**src/io_types_pkg.sv**
```systemverilog
package io_types_pkg;

  // Bus word and address widths
  localparam int DATA_W = 16;
  localparam int ADDR_W = 16;

  typedef logic [DATA_W-1:0] io_data_t;  // Bus data word
  typedef logic [ADDR_W-1:0] io_addr_t;  // Bus address

  // One transfer from the bus master
  // wr is a single-cycle write strobe; reads follow addr with no strobe
  typedef struct packed {
    logic     wr;     // Write strobe, one cycle
    io_addr_t addr;   // Register address incl. page and mode bits
    io_data_t wdata;  // Write data
  } io_bus_t;

  // Sigma-delta duty level
  // Pulse density is level / 65536
  typedef logic [15:0] sdm_level_t;

  // LED colour vector
  // Bit 0 blue, bit 1 red, bit 2 green
  typedef logic [2:0] rgb_t;

  localparam int RGB_BLUE  = 0;
  localparam int RGB_RED   = 1;
  localparam int RGB_GREEN = 2;

endpackage

```
**src/io_map_pkg.sv**
```systemverilog
package io_map_pkg;

  // Write modes, taken from addr[1:0]
  typedef enum logic [1:0] {
    mode_write  = 2'd0,  // Plain write
    mode_clear  = 2'd1,  // Clear bits set in wdata
    mode_set    = 2'd2,  // Set bits set in wdata
    mode_toggle = 2'd3   // Invert bits set in wdata
  } wr_mode_t;

  // Page-select address bits, one hot per page
  // More than one page may be selected on a read; results are ORed
  localparam int GPIO_IN_BIT  = 8;   // Port input sample, read only
  localparam int GPIO_OUT_BIT = 9;   // Port output register
  localparam int GPIO_DIR_BIT = 10;  // Port direction, 1 = output
  localparam int MISC_BIT     = 11;  // LED and modulator registers
  localparam int TICKS_BIT    = 14;  // Tick counter, writable
  localparam int CYCLES_BIT   = 15;  // Free-running cycle counter

  // Selector codes in addr[8:4] under the misc page
  localparam logic [4:0] SEL_LED       = 5'd11;
  localparam logic [4:0] SEL_SDM_RED   = 5'd12;
  localparam logic [4:0] SEL_SDM_GREEN = 5'd13;
  localparam logic [4:0] SEL_SDM_BLUE  = 5'd14;

  // Single-cycle write strobes to the register blocks
  typedef struct packed {
    logic gpio_out;
    logic gpio_dir;
    logic led;
    logic sdm_red;
    logic sdm_green;
    logic sdm_blue;
    logic ticks;
  } io_strobe_t;

endpackage

```
**src/bit_op_reg.sv**
```systemverilog
module bit_op_reg #(
  parameter int WIDTH = 16
) (
  input  logic                 clk,
  input  logic                 arst_n,
  input  logic                 wr,     // Write strobe
  input  io_map_pkg::wr_mode_t mode,   // Update op
  input  logic [WIDTH-1:0]     wdata,  // Value or bit mask
  output logic [WIDTH-1:0]     q
);
  import io_map_pkg::*;

  logic [WIDTH-1:0] q_next;

  // In the bit modes wdata is a mask; ones select the bits to change
  always_comb begin
    unique case (mode)
      mode_write:  q_next = wdata;
      mode_clear:  q_next = q & ~wdata;
      mode_set:    q_next = q | wdata;
      mode_toggle: q_next = q ^ wdata;
      default:     q_next = q;
    endcase
  end

  always_ff @(posedge clk or negedge arst_n) begin
    if (!arst_n) begin
      q <= '0;
    end else if (wr) begin
      q <= q_next;  // New value visible next cycle
    end
  end

endmodule

```
**src/io_decode.sv**
```systemverilog
module io_decode #(
  parameter int GPIO_WIDTH = 8
) (
  input  io_types_pkg::io_bus_t    bus,
  output io_map_pkg::io_strobe_t   strobe,
  output io_map_pkg::wr_mode_t     mode,
  output io_types_pkg::io_data_t   wdata,
  input  logic [GPIO_WIDTH-1:0]    gpio_in_val,
  input  logic [GPIO_WIDTH-1:0]    gpio_out_val,
  input  logic [GPIO_WIDTH-1:0]    gpio_dir_val,
  input  io_types_pkg::rgb_t       led_val,
  input  io_types_pkg::sdm_level_t sdm_red_val,
  input  io_types_pkg::sdm_level_t sdm_green_val,
  input  io_types_pkg::sdm_level_t sdm_blue_val,
  input  io_types_pkg::io_data_t   ticks_val,
  input  io_types_pkg::io_data_t   cycles_val,
  output io_types_pkg::io_data_t   rdata
);
  import io_types_pkg::*;
  import io_map_pkg::*;

  logic       misc_page;  // Misc page bit
  logic [4:0] sel;        // Selector field
  logic       sel_led;
  logic       sel_red;
  logic       sel_green;
  logic       sel_blue;

  assign misc_page = bus.addr[MISC_BIT];
  assign sel       = bus.addr[8:4];

  // Misc registers need page bit and matching selector
  assign sel_led   = misc_page & (sel == SEL_LED);
  assign sel_red   = misc_page & (sel == SEL_SDM_RED);
  assign sel_green = misc_page & (sel == SEL_SDM_GREEN);
  assign sel_blue  = misc_page & (sel == SEL_SDM_BLUE);

  assign mode  = wr_mode_t'(bus.addr[1:0]);  // Low address bits pick the op
  assign wdata = bus.wdata;

  // Write strobes, all qualified by the bus strobe
  always_comb begin
    strobe           = '0;
    strobe.gpio_out  = bus.wr & bus.addr[GPIO_OUT_BIT];
    strobe.gpio_dir  = bus.wr & bus.addr[GPIO_DIR_BIT];
    strobe.led       = bus.wr & sel_led;
    strobe.sdm_red   = bus.wr & sel_red;
    strobe.sdm_green = bus.wr & sel_green;
    strobe.sdm_blue  = bus.wr & sel_blue;
    strobe.ticks     = bus.wr & bus.addr[TICKS_BIT];
  end

  // Read mux, purely combinational from addr
  // Every selected page contributes; narrow values are zero-extended
  always_comb begin
    rdata = '0;
    if (bus.addr[GPIO_IN_BIT]) begin
      rdata |= io_data_t'(gpio_in_val);
    end
    if (bus.addr[GPIO_OUT_BIT]) begin
      rdata |= io_data_t'(gpio_out_val);
    end
    if (bus.addr[GPIO_DIR_BIT]) begin
      rdata |= io_data_t'(gpio_dir_val);
    end
    if (sel_led) rdata |= io_data_t'(led_val);  // Enable bits only
    if (sel_red) rdata |= io_data_t'(sdm_red_val);
    if (sel_green) rdata |= io_data_t'(sdm_green_val);
    if (sel_blue) rdata |= io_data_t'(sdm_blue_val);
    if (bus.addr[TICKS_BIT]) begin
      rdata |= ticks_val;
    end
    if (bus.addr[CYCLES_BIT]) begin
      rdata |= cycles_val;
    end
  end

endmodule

```
**src/gpio_port.sv**
```systemverilog
module gpio_port #(
  parameter int GPIO_WIDTH = 8
) (
  input  logic                   clk,
  input  logic                   arst_n,
  input  logic                   out_wr,  // Output register strobe
  input  logic                   dir_wr,  // Direction register strobe
  input  io_map_pkg::wr_mode_t   mode,
  input  io_types_pkg::io_data_t wdata,
  input  logic [GPIO_WIDTH-1:0]  pin_in,  // Asynchronous pin levels
  output logic [GPIO_WIDTH-1:0]  pin_out,
  output logic [GPIO_WIDTH-1:0]  pin_oe,  // 1 = drive, 0 = input
  output logic [GPIO_WIDTH-1:0]  in_val   // Synchronized input sample
);

  logic [GPIO_WIDTH-1:0] in_meta;  // First sync stage
  logic [GPIO_WIDTH-1:0] in_sync;  // Second sync stage

  // Output register, drives the pins directly
  bit_op_reg #(
    .WIDTH (GPIO_WIDTH)
  ) i_out_reg (
    .clk    (clk),
    .arst_n (arst_n),
    .wr     (out_wr),
    .mode   (mode),
    .wdata  (wdata[GPIO_WIDTH-1:0]),
    .q      (pin_out)
  );

  // Direction register
  // Cleared by reset, so every pin starts as an input
  bit_op_reg #(
    .WIDTH (GPIO_WIDTH)
  ) i_dir_reg (
    .clk    (clk),
    .arst_n (arst_n),
    .wr     (dir_wr),
    .mode   (mode),
    .wdata  (wdata[GPIO_WIDTH-1:0]),
    .q      (pin_oe)
  );

  // Two-flop synchronizer
  // A pin change shows up on in_val after two edges
  always_ff @(posedge clk or negedge arst_n) begin
    if (!arst_n) begin
      in_meta <= '0;
      in_sync <= '0;
    end else begin
      in_meta <= pin_in;   // May go metastable
      in_sync <= in_meta;  // Settled
    end
  end

  assign in_val = in_sync;

endmodule

```
**src/led_sdm.sv**
```systemverilog
module led_sdm (
  input  logic                     clk,
  input  logic                     arst_n,
  input  logic                     led_wr,    // Enable register strobe
  input  logic                     red_wr,    // Level strobes
  input  logic                     green_wr,
  input  logic                     blue_wr,
  input  io_map_pkg::wr_mode_t     mode,
  input  io_types_pkg::io_data_t   wdata,
  output io_types_pkg::rgb_t       led_val,   // Static enables
  output io_types_pkg::sdm_level_t red_val,
  output io_types_pkg::sdm_level_t green_val,
  output io_types_pkg::sdm_level_t blue_val,
  output io_types_pkg::rgb_t       rgb_pwm    // Colour drive
);
  import io_types_pkg::*;

  rgb_t chan_wr;  // Level strobes, indexed by colour bit
  rgb_t pulse;    // Registered modulator outputs

  assign chan_wr[RGB_BLUE]  = blue_wr;
  assign chan_wr[RGB_RED]   = red_wr;
  assign chan_wr[RGB_GREEN] = green_wr;

  // Static enables support the bit modes like the port registers
  bit_op_reg #(
    .WIDTH ($bits(rgb_t))
  ) i_led_reg (
    .clk    (clk),
    .arst_n (arst_n),
    .wr     (led_wr),
    .mode   (mode),
    .wdata  (wdata[$bits(rgb_t)-1:0]),
    .q      (led_val)
  );

  // First-order sigma-delta, one per colour
  // Carry out of phase + level is the pulse; density is level / 65536
  for (genvar i = 0; i < $bits(rgb_t); i++) begin : g_chan
    sdm_level_t level;  // Duty level, plain write only
    sdm_level_t phase;  // Accumulator
    logic       carry;

    always_ff @(posedge clk or negedge arst_n) begin
      if (!arst_n) begin
        level <= '0;
        phase <= '0;
        carry <= 1'b0;
      end else begin
        if (chan_wr[i]) level <= wdata;
        {carry, phase} <= phase + level;  // 17-bit sum keeps the carry
      end
    end

    assign pulse[i] = carry;
  end

  assign red_val   = g_chan[RGB_RED].level;
  assign green_val = g_chan[RGB_GREEN].level;
  assign blue_val  = g_chan[RGB_BLUE].level;

  assign rgb_pwm = led_val | pulse;  // Enable forces the colour on

endmodule

```
**src/tick_timer.sv**
```systemverilog
module tick_timer (
  input  logic                   clk,
  input  logic                   arst_n,
  input  logic                   ticks_wr,    // Load strobe
  input  io_types_pkg::io_data_t wdata,
  output io_types_pkg::io_data_t ticks_val,
  output io_types_pkg::io_data_t cycles_val,
  output logic                   irq          // One cycle on tick wrap
);
  import io_types_pkg::*;

  localparam int DW = $bits(io_data_t);

  logic [DW:0] ticks_inc;  // Count plus one, with carry

  assign ticks_inc = {1'b0, ticks_val} + 1'b1;

  // Tick counter, a write takes priority over counting
  always_ff @(posedge clk or negedge arst_n) begin
    if (!arst_n) begin
      ticks_val <= '0;
    end else if (ticks_wr) begin
      ticks_val <= wdata;
    end else begin
      ticks_val <= ticks_inc[DW-1:0];
    end
  end

  // Interrupt rises on the same edge the counter wraps to zero
  // After loading V that is 65536 - V edges later
  always_ff @(posedge clk or negedge arst_n) begin
    if (!arst_n) begin
      irq <= 1'b0;
    end else begin
      irq <= ~ticks_wr & ticks_inc[DW];  // No wrap on a load edge
    end
  end

  // Free-running cycle counter
  always_ff @(posedge clk or negedge arst_n) begin
    if (!arst_n) begin
      cycles_val <= '0;
    end else begin
      cycles_val <= cycles_val + 1'b1;  // Wraps mod 65536
    end
  end

endmodule

```
**src/io_top.sv**
```systemverilog
module io_top #(
  parameter int GPIO_WIDTH = 8  // Port width, 1 to 16
) (
  input  logic                   clk,
  input  logic                   arst_n,
  input  io_types_pkg::io_bus_t  bus,       // From the bus master
  output io_types_pkg::io_data_t io_rdata,  // Combinational read data
  input  logic [GPIO_WIDTH-1:0]  gpio_in,
  output logic [GPIO_WIDTH-1:0]  gpio_out,
  output logic [GPIO_WIDTH-1:0]  gpio_oe,
  output io_types_pkg::rgb_t     rgb_pwm,
  output logic                   irq
);
  import io_types_pkg::*;
  import io_map_pkg::*;

  io_strobe_t            strobe;
  wr_mode_t              mode;
  io_data_t              wdata;
  logic [GPIO_WIDTH-1:0] gpio_in_val;  // Synchronized pins
  rgb_t                  led_val;
  sdm_level_t            sdm_red_val;
  sdm_level_t            sdm_green_val;
  sdm_level_t            sdm_blue_val;
  io_data_t              ticks_val;
  io_data_t              cycles_val;

  io_decode #(
    .GPIO_WIDTH (GPIO_WIDTH)
  ) i_decode (
    .bus           (bus),
    .strobe        (strobe),
    .mode          (mode),
    .wdata         (wdata),
    .gpio_in_val   (gpio_in_val),
    .gpio_out_val  (gpio_out),  // Pins double as readback
    .gpio_dir_val  (gpio_oe),
    .led_val       (led_val),
    .sdm_red_val   (sdm_red_val),
    .sdm_green_val (sdm_green_val),
    .sdm_blue_val  (sdm_blue_val),
    .ticks_val     (ticks_val),
    .cycles_val    (cycles_val),
    .rdata         (io_rdata)
  );

  gpio_port #(
    .GPIO_WIDTH (GPIO_WIDTH)
  ) i_gpio (
    .clk     (clk),
    .arst_n  (arst_n),
    .out_wr  (strobe.gpio_out),
    .dir_wr  (strobe.gpio_dir),
    .mode    (mode),
    .wdata   (wdata),
    .pin_in  (gpio_in),
    .pin_out (gpio_out),
    .pin_oe  (gpio_oe),
    .in_val  (gpio_in_val)
  );

  led_sdm i_led (
    .clk       (clk),
    .arst_n    (arst_n),
    .led_wr    (strobe.led),
    .red_wr    (strobe.sdm_red),
    .green_wr  (strobe.sdm_green),
    .blue_wr   (strobe.sdm_blue),
    .mode      (mode),
    .wdata     (wdata),
    .led_val   (led_val),
    .red_val   (sdm_red_val),
    .green_val (sdm_green_val),
    .blue_val  (sdm_blue_val),
    .rgb_pwm   (rgb_pwm)
  );

  tick_timer i_timer (
    .clk        (clk),
    .arst_n     (arst_n),
    .ticks_wr   (strobe.ticks),
    .wdata      (wdata),
    .ticks_val  (ticks_val),
    .cycles_val (cycles_val),
    .irq        (irq)
  );

endmodule

```
**config.mk**
```make
export PLATFORM = sky130hd
export DESIGN_NAME = io_top
export DESIGN_NICKNAME = d
export VERILOG_FILES = /design/src/io_types_pkg.sv /design/src/io_map_pkg.sv /design/src/bit_op_reg.sv /design/src/io_decode.sv /design/src/gpio_port.sv /design/src/led_sdm.sv /design/src/tick_timer.sv /design/src/io_top.sv
export SDC_FILE = /design/constraint.sdc
export NUM_CORES = 1
export LEC_CHECK = 0
export BUFFER_PORTS_ARGS = -buffer_cell sky130_fd_sc_hd__buf_2
export CORE_MARGIN = 2
export CORE_UTILIZATION = 50
export CTS_BUF_LIST = sky130_fd_sc_hd__clkbuf_2 sky130_fd_sc_hd__clkbuf_4 sky130_fd_sc_hd__clkbuf_8
export DETAILED_ROUTE_END_ITERATION = 6
export PLACE_DENSITY = 0.72
export RECOVER_POWER = 50
export SYNTH_ARGS = -nofsm -noshare
export SYNTH_HDL_FRONTEND = slang
export SYNTH_SLANG_ARGS = --single-unit
```
**constraint.sdc**
```tcl
create_clock -name clk -period 3.6 [get_ports clk]
set_clock_uncertainty 0.05 [all_clocks]
set_input_delay 0.36 -clock clk [delete_from_list [all_inputs] [get_ports clk]]
set_output_delay 0.36 -clock clk [all_outputs]
set_load 0.03 [all_outputs]
```
==> results.rst <==
.. list-table::
   :header-rows: 1

   * - Metric
     - Value
   * - Worst setup slack after layout
     - about 0.94 ns
   * - Fraction of final layout cells sized beyond drive strength 1
     - 14.4%
   * - Detailed Route WL
     - 22.5 mm
   * - Post-Syn Area per Cell
     - ~10 um2
   * - Total overflow reported by the global router
     - 0
   * - Achievable clock frequency
     - 376 MHz
   * - Last weighted congestion value of the routability-driven placer
     - between 0.8 and 0.9
   * - Internal cell power
     - between 3 and 4 mW
   * - Synthesized netlist net count
     - around 1100
   * - Instance count of the mapped netlist
     - 935
   * - Clock network power share
     - between 20% and 30%
   * - Area Overhead vs Synth
     - 11.0%
   * - Router iterations before antenna repair
     - 7
   * - Placed cell area
     - just under 10000 um2
   * - Hold crit path type
     - input pin to flip-flop
   * - Synth unique cells
     - 54
   * - Most used DFF post-synth
     - sky130_fd_sc_hd__dfrtp_1
   * - CTS tree
     - built
   * - Non-Filler Cell Area, Final
     - 10400 um2
   * - Bufs on Longest Clock Path
     - 2
   * - Met2 track demand over resource
     - a little under two fifths
   * - Total via count in the routed design
     - 7218
   * - Overall global routing resource usage
     - between 20% and 30%
   * - Crit Path Max Fanout
     - 17
   * - Met1 track utilization from global routing
     - about 33%
   * - Number of nets with antenna violations after detailed routing
     - 0
   * - Result of the run
     - finished, violations left
   * - Count of H-tree levels built during CTS
     - 4
   * - Register area share after synthesis
     - roughly 45%
   * - Clock sink count
     - 167
   * - Slack of the worst reg-to-reg path
     - ~1.0 ns
   * - Num rows
     - 50
   * - Worst-margin pin slew
     - 1.97 ns
   * - EDFF count, synth
     - 0
   * - Peak VDD IR
     - between 200 and 250 uV
   * - Yosys warning count
     - 0
   * - First-iteration detailed-routing DRC count
     - 642
   * - Proportion of power drawn by combinational gates
     - 37.0%
   * - Startpoint of the most critical register-to-register path
     - i_led.blue_val[0]
   * - Commonest cells after routing, fill and taps aside
     - 167 x sky130_fd_sc_hd__dfrtp_1, 91 x sky130_fd_sc_hd__a21oi_1, 89 x sky130_fd_sc_hd__nand2_1, 88 x sky130_fd_sc_hd__ha_1, 73 x sky130_fd_sc_hd__nor2_1
   * - Buf/Inv on CP
     - 2
   * - Arrival time at the worst endpoint
     - roughly 2.3 ns
   * - Count of buffers from port buffering
     - 74
   * - Post-Place Worst Slack
     - just under 1 ns
   * - Buffer cell driving the clock tree root
     - sky130_fd_sc_hd__clkbuf_8
   * - Core Area
     - around 19000 um2
   * - Portion of total power attributed to sequential cells
     - roughly two fifths
   * - Post-CTS setup buffer count
     - 0
   * - # nets final
     - between 1000 and 1500
   * - Vias per Instance
     - between 5 and 6
   * - Setup Viol. Count Final
     - 0
   * - Number of antenna violations at the first check in global routing
     - 1
   * - Start point of the worst hold path
     - bus[6]
   * - Proportion of register bits with asynchronous set or reset after synthesis
     - 100%
   * - Required time at the endpoint of the critical path
     - 3.19 ns
   * - Height of the die
     - between 100 and 150 um
   * - Largest net degree at the start of global routing
     - a little under 80
   * - Sort of element at the end of the critical path
     - output port
   * - Total power density per cell area
     - between 600 and 700 nW/um2
   * - Global-route wire length before repair
     - roughly 37 mm
   * - CP dominant cell by count
     - sky130_fd_sc_hd__buf_2
   * - Violations in the final reports
     - DRC, capacitance limit, slew limit
   * - Portion of the clock cycle consumed by the worst path in the final layout
     - roughly 74%
   * - Crit path cell chain
     - buf_2 -> nor2b_4 -> nand3b_2 -> nor3b_4 -> nand2_1 -> nand3_1 -> a221o_1 -> buf_2
   * - Layer carrying the most global-route usage
     - met2
   * - Switching part of the total
     - about 38%
   * - Max_slew headroom
     - -31.2%
   * - Global routing met3 resource utilization
     - between 5 and 6%
   * - Horizontal extent of the die
     - approximately 140 um
   * - Number of placed instances with taps included
     - 1209
   * - Endpoint of the lowest-slack register-to-register path
     - i_led.g_chan[0].carry
   * - IO Pins
     - between 70 and 80
   * - Count of unresolved DRC violations after routing
     - 1
   * - Total Neg Setup Slack
     - 0 ns
   * - Dpl hpwl
     - about 17 mm
   * - Count of state elements after synthesis
     - 167
   * - Leakage
     - around 5 nW
   * - Final worst path period need
     - 2.66 ns
   * - Unrepaired setup endpoints after global routing
     - no
   * - MaxCap Viol Count
     - 2
   * - Wire per inst
     - 18.0 um
   * - Initial Utilization
     - about half
   * - Netlist area before placement
     - around 9300 um2
   * - Floorplan die area
     - 19800 um2
   * - Worst min-delay path endpoint
     - i_timer.ticks_val[6]
   * - NetSw
     - roughly 2.4 mW
   * - Critical path's largest stage delay
     - about 0.73 ns
   * - Crit Path Class
     - input pin to output port
   * - Clock latency of the later-clocked register in the worst-skew pair
     - between 0.4 and 0.5 ns
   * - Startpoint Class
     - input pin
   * - Depth of the worst hold-timing path
     - 3
   * - Most frequent standard cell in the layout excluding fill and tap cells
     - sky130_fd_sc_hd__dfrtp_1
   * - Worst-path clk slew
     - approximately 0.09 ns
   * - Max Slew Vio Count
     - about 120
   * - Cell with the biggest individual delay on the critical path
     - sky130_fd_sc_hd__nor3b_4
   * - Total CTS buffers
     - 17
   * - Top Family by Delay on Critical Path
     - simple AND/OR/NAND/NOR gates
   * - Via count of the first global-routing pass
     - ~7000
   * - Number of endpoints with negative hold slack in the final report
     - 0
   * - Non-filler cells in the finished layout
     - about 1300
   * - Worst r2r path cells
     - 9
layout make-up:
cell class,count,area (um2)
Antenna cell,1,2.50
Tap cell,234,293
Multi-Input combinational cell,683,4830
Fill cell,1635,8140
Sequential cell,167,4180
Inverter,48,180
Clock buffer,17,234
Timing Repair Buffer,86,490
Clock inverter,15,170
timing repair:
item	4_1_cts	5_1_grt
endpoints found under the setup margin	0	0
hold buffers	9	0
endpoints found under the hold margin	82	0
gates resized for setup	0	0
state kept, by name, indices dropped and copies added (netlist names):
| name | cells |
|---|---|
| i_led.g_chan.phase | 48 |
| i_led.blue_val | 16 |
| i_led.green_val | 16 |
| i_led.red_val | 16 |
| i_timer.cycles_val | 16 |
| i_timer.ticks_val | 16 |
| i_gpio.i_dir_reg.q | 8 |
| i_gpio.i_out_reg.q | 8 |
| i_gpio.in_meta | 8 |
| i_gpio.in_val | 8 |
| i_led.g_chan.carry | 3 |
| i_led.i_led_reg.q | 3 |
| i_timer.irq | 1 |
worst register-to-register path, cell delays in order, from the launching register on:
cell,delay [ns]
sky130_fd_sc_hd__dfrtp_1,0.42
sky130_fd_sc_hd__ha_1,0.23
sky130_fd_sc_hd__inv_1,0.07
sky130_fd_sc_hd__fa_1,0.40
sky130_fd_sc_hd__nand2b_1,0.18
sky130_fd_sc_hd__a21oi_1,0.15
sky130_fd_sc_hd__a211oi_1,0.12
sky130_fd_sc_hd__o31ai_1,0.45
sky130_fd_sc_hd__o21ai_1,0.18
sky130_fd_sc_hd__o21ai_0,0.23
power groups by stage:
stage	sequential, mW	clock (mW)	combinational, mW
after CTS	2.61	1.41	2.36
after detailed placement	2.64	0	2.33
after floorplan	2.60	0	1.79
final	2.61	1.39	2.35
after global placement	2.63	0	2.27
after global routing	2.66	1.49	2.67
kinds of logic after synthesis:
family,synth area share (%)
compound gates,18.2
simple gates,11.5
flops,44.7
fa+ha+maj,12.4
buf+inv,3.68
xor+xnor,6.00
mux,3.53
layer usage:
metal	vias up	wire, um
met3	31	1580
met5	-	0
met1	3468	10100
li1	3479	-
met2	240	10400
met4	0	466
cells in the mapped netlist (4+ instances only):
master	instances	area [um2]
sky130_fd_sc_hd__dfrtp_1	167	4180
sky130_fd_sc_hd__a21oi_1	91	455
sky130_fd_sc_hd__nand2_1	89	334
sky130_fd_sc_hd__ha_1	88	1100
sky130_fd_sc_hd__nor2_1	73	274
sky130_fd_sc_hd__o21ai_0	61	305
sky130_fd_sc_hd__inv_1	48	180
sky130_fd_sc_hd__xnor2_1	41	359
sky130_fd_sc_hd__clkbuf_1	31	116
sky130_fd_sc_hd__a211oi_1	26	195
sky130_fd_sc_hd__xor2_1	23	201
sky130_fd_sc_hd__mux2_2	20	225
sky130_fd_sc_hd__a222oi_1	19	190
sky130_fd_sc_hd__nand3_1	19	95.1
sky130_fd_sc_hd__a22oi_1	16	120
sky130_fd_sc_hd__a21o_1	14	105
sky130_fd_sc_hd__nand2b_1	9	56.3
sky130_fd_sc_hd__nand4_1	9	56.3
sky130_fd_sc_hd__a31oi_1	8	50.1
sky130_fd_sc_hd__and3_1	8	50.1
sky130_fd_sc_hd__o211ai_1	8	60.1
sky130_fd_sc_hd__a221o_1	6	60.1
sky130_fd_sc_hd__and2_1	5	31.3
sky130_fd_sc_hd__mux2_4	4	60.1
sky130_fd_sc_hd__or2_2	4	25.0
how the worst max path moves through the flow:
stage / start / end / cells past startpoint
final: bus[24] / io_rdata[5] / 8
after global routing: bus[24] / io_rdata[5] / 8
after CTS: bus[24] / io_rdata[3] / 8
after detailed placement: bus[24] / io_rdata[3] / 8
after global placement: bus[24] / io_rdata[3] / 8
after floorplan: i_led.green_val[0] / i_led.g_chan[2].phase[14] / 9
per-stage QoR:
stage	power, mW	util (%)	hold WS (ns)
CTS	6.38	56.1	0.0665
floorplan	4.39	-	0.0144
finish	6.36	56.0	0.0800
detailed placement	4.97	53.4	0.285
global placement	4.90	53.4	0.284
global route	6.82	56.0	0.0713
(Power assumes the default switching activity.)
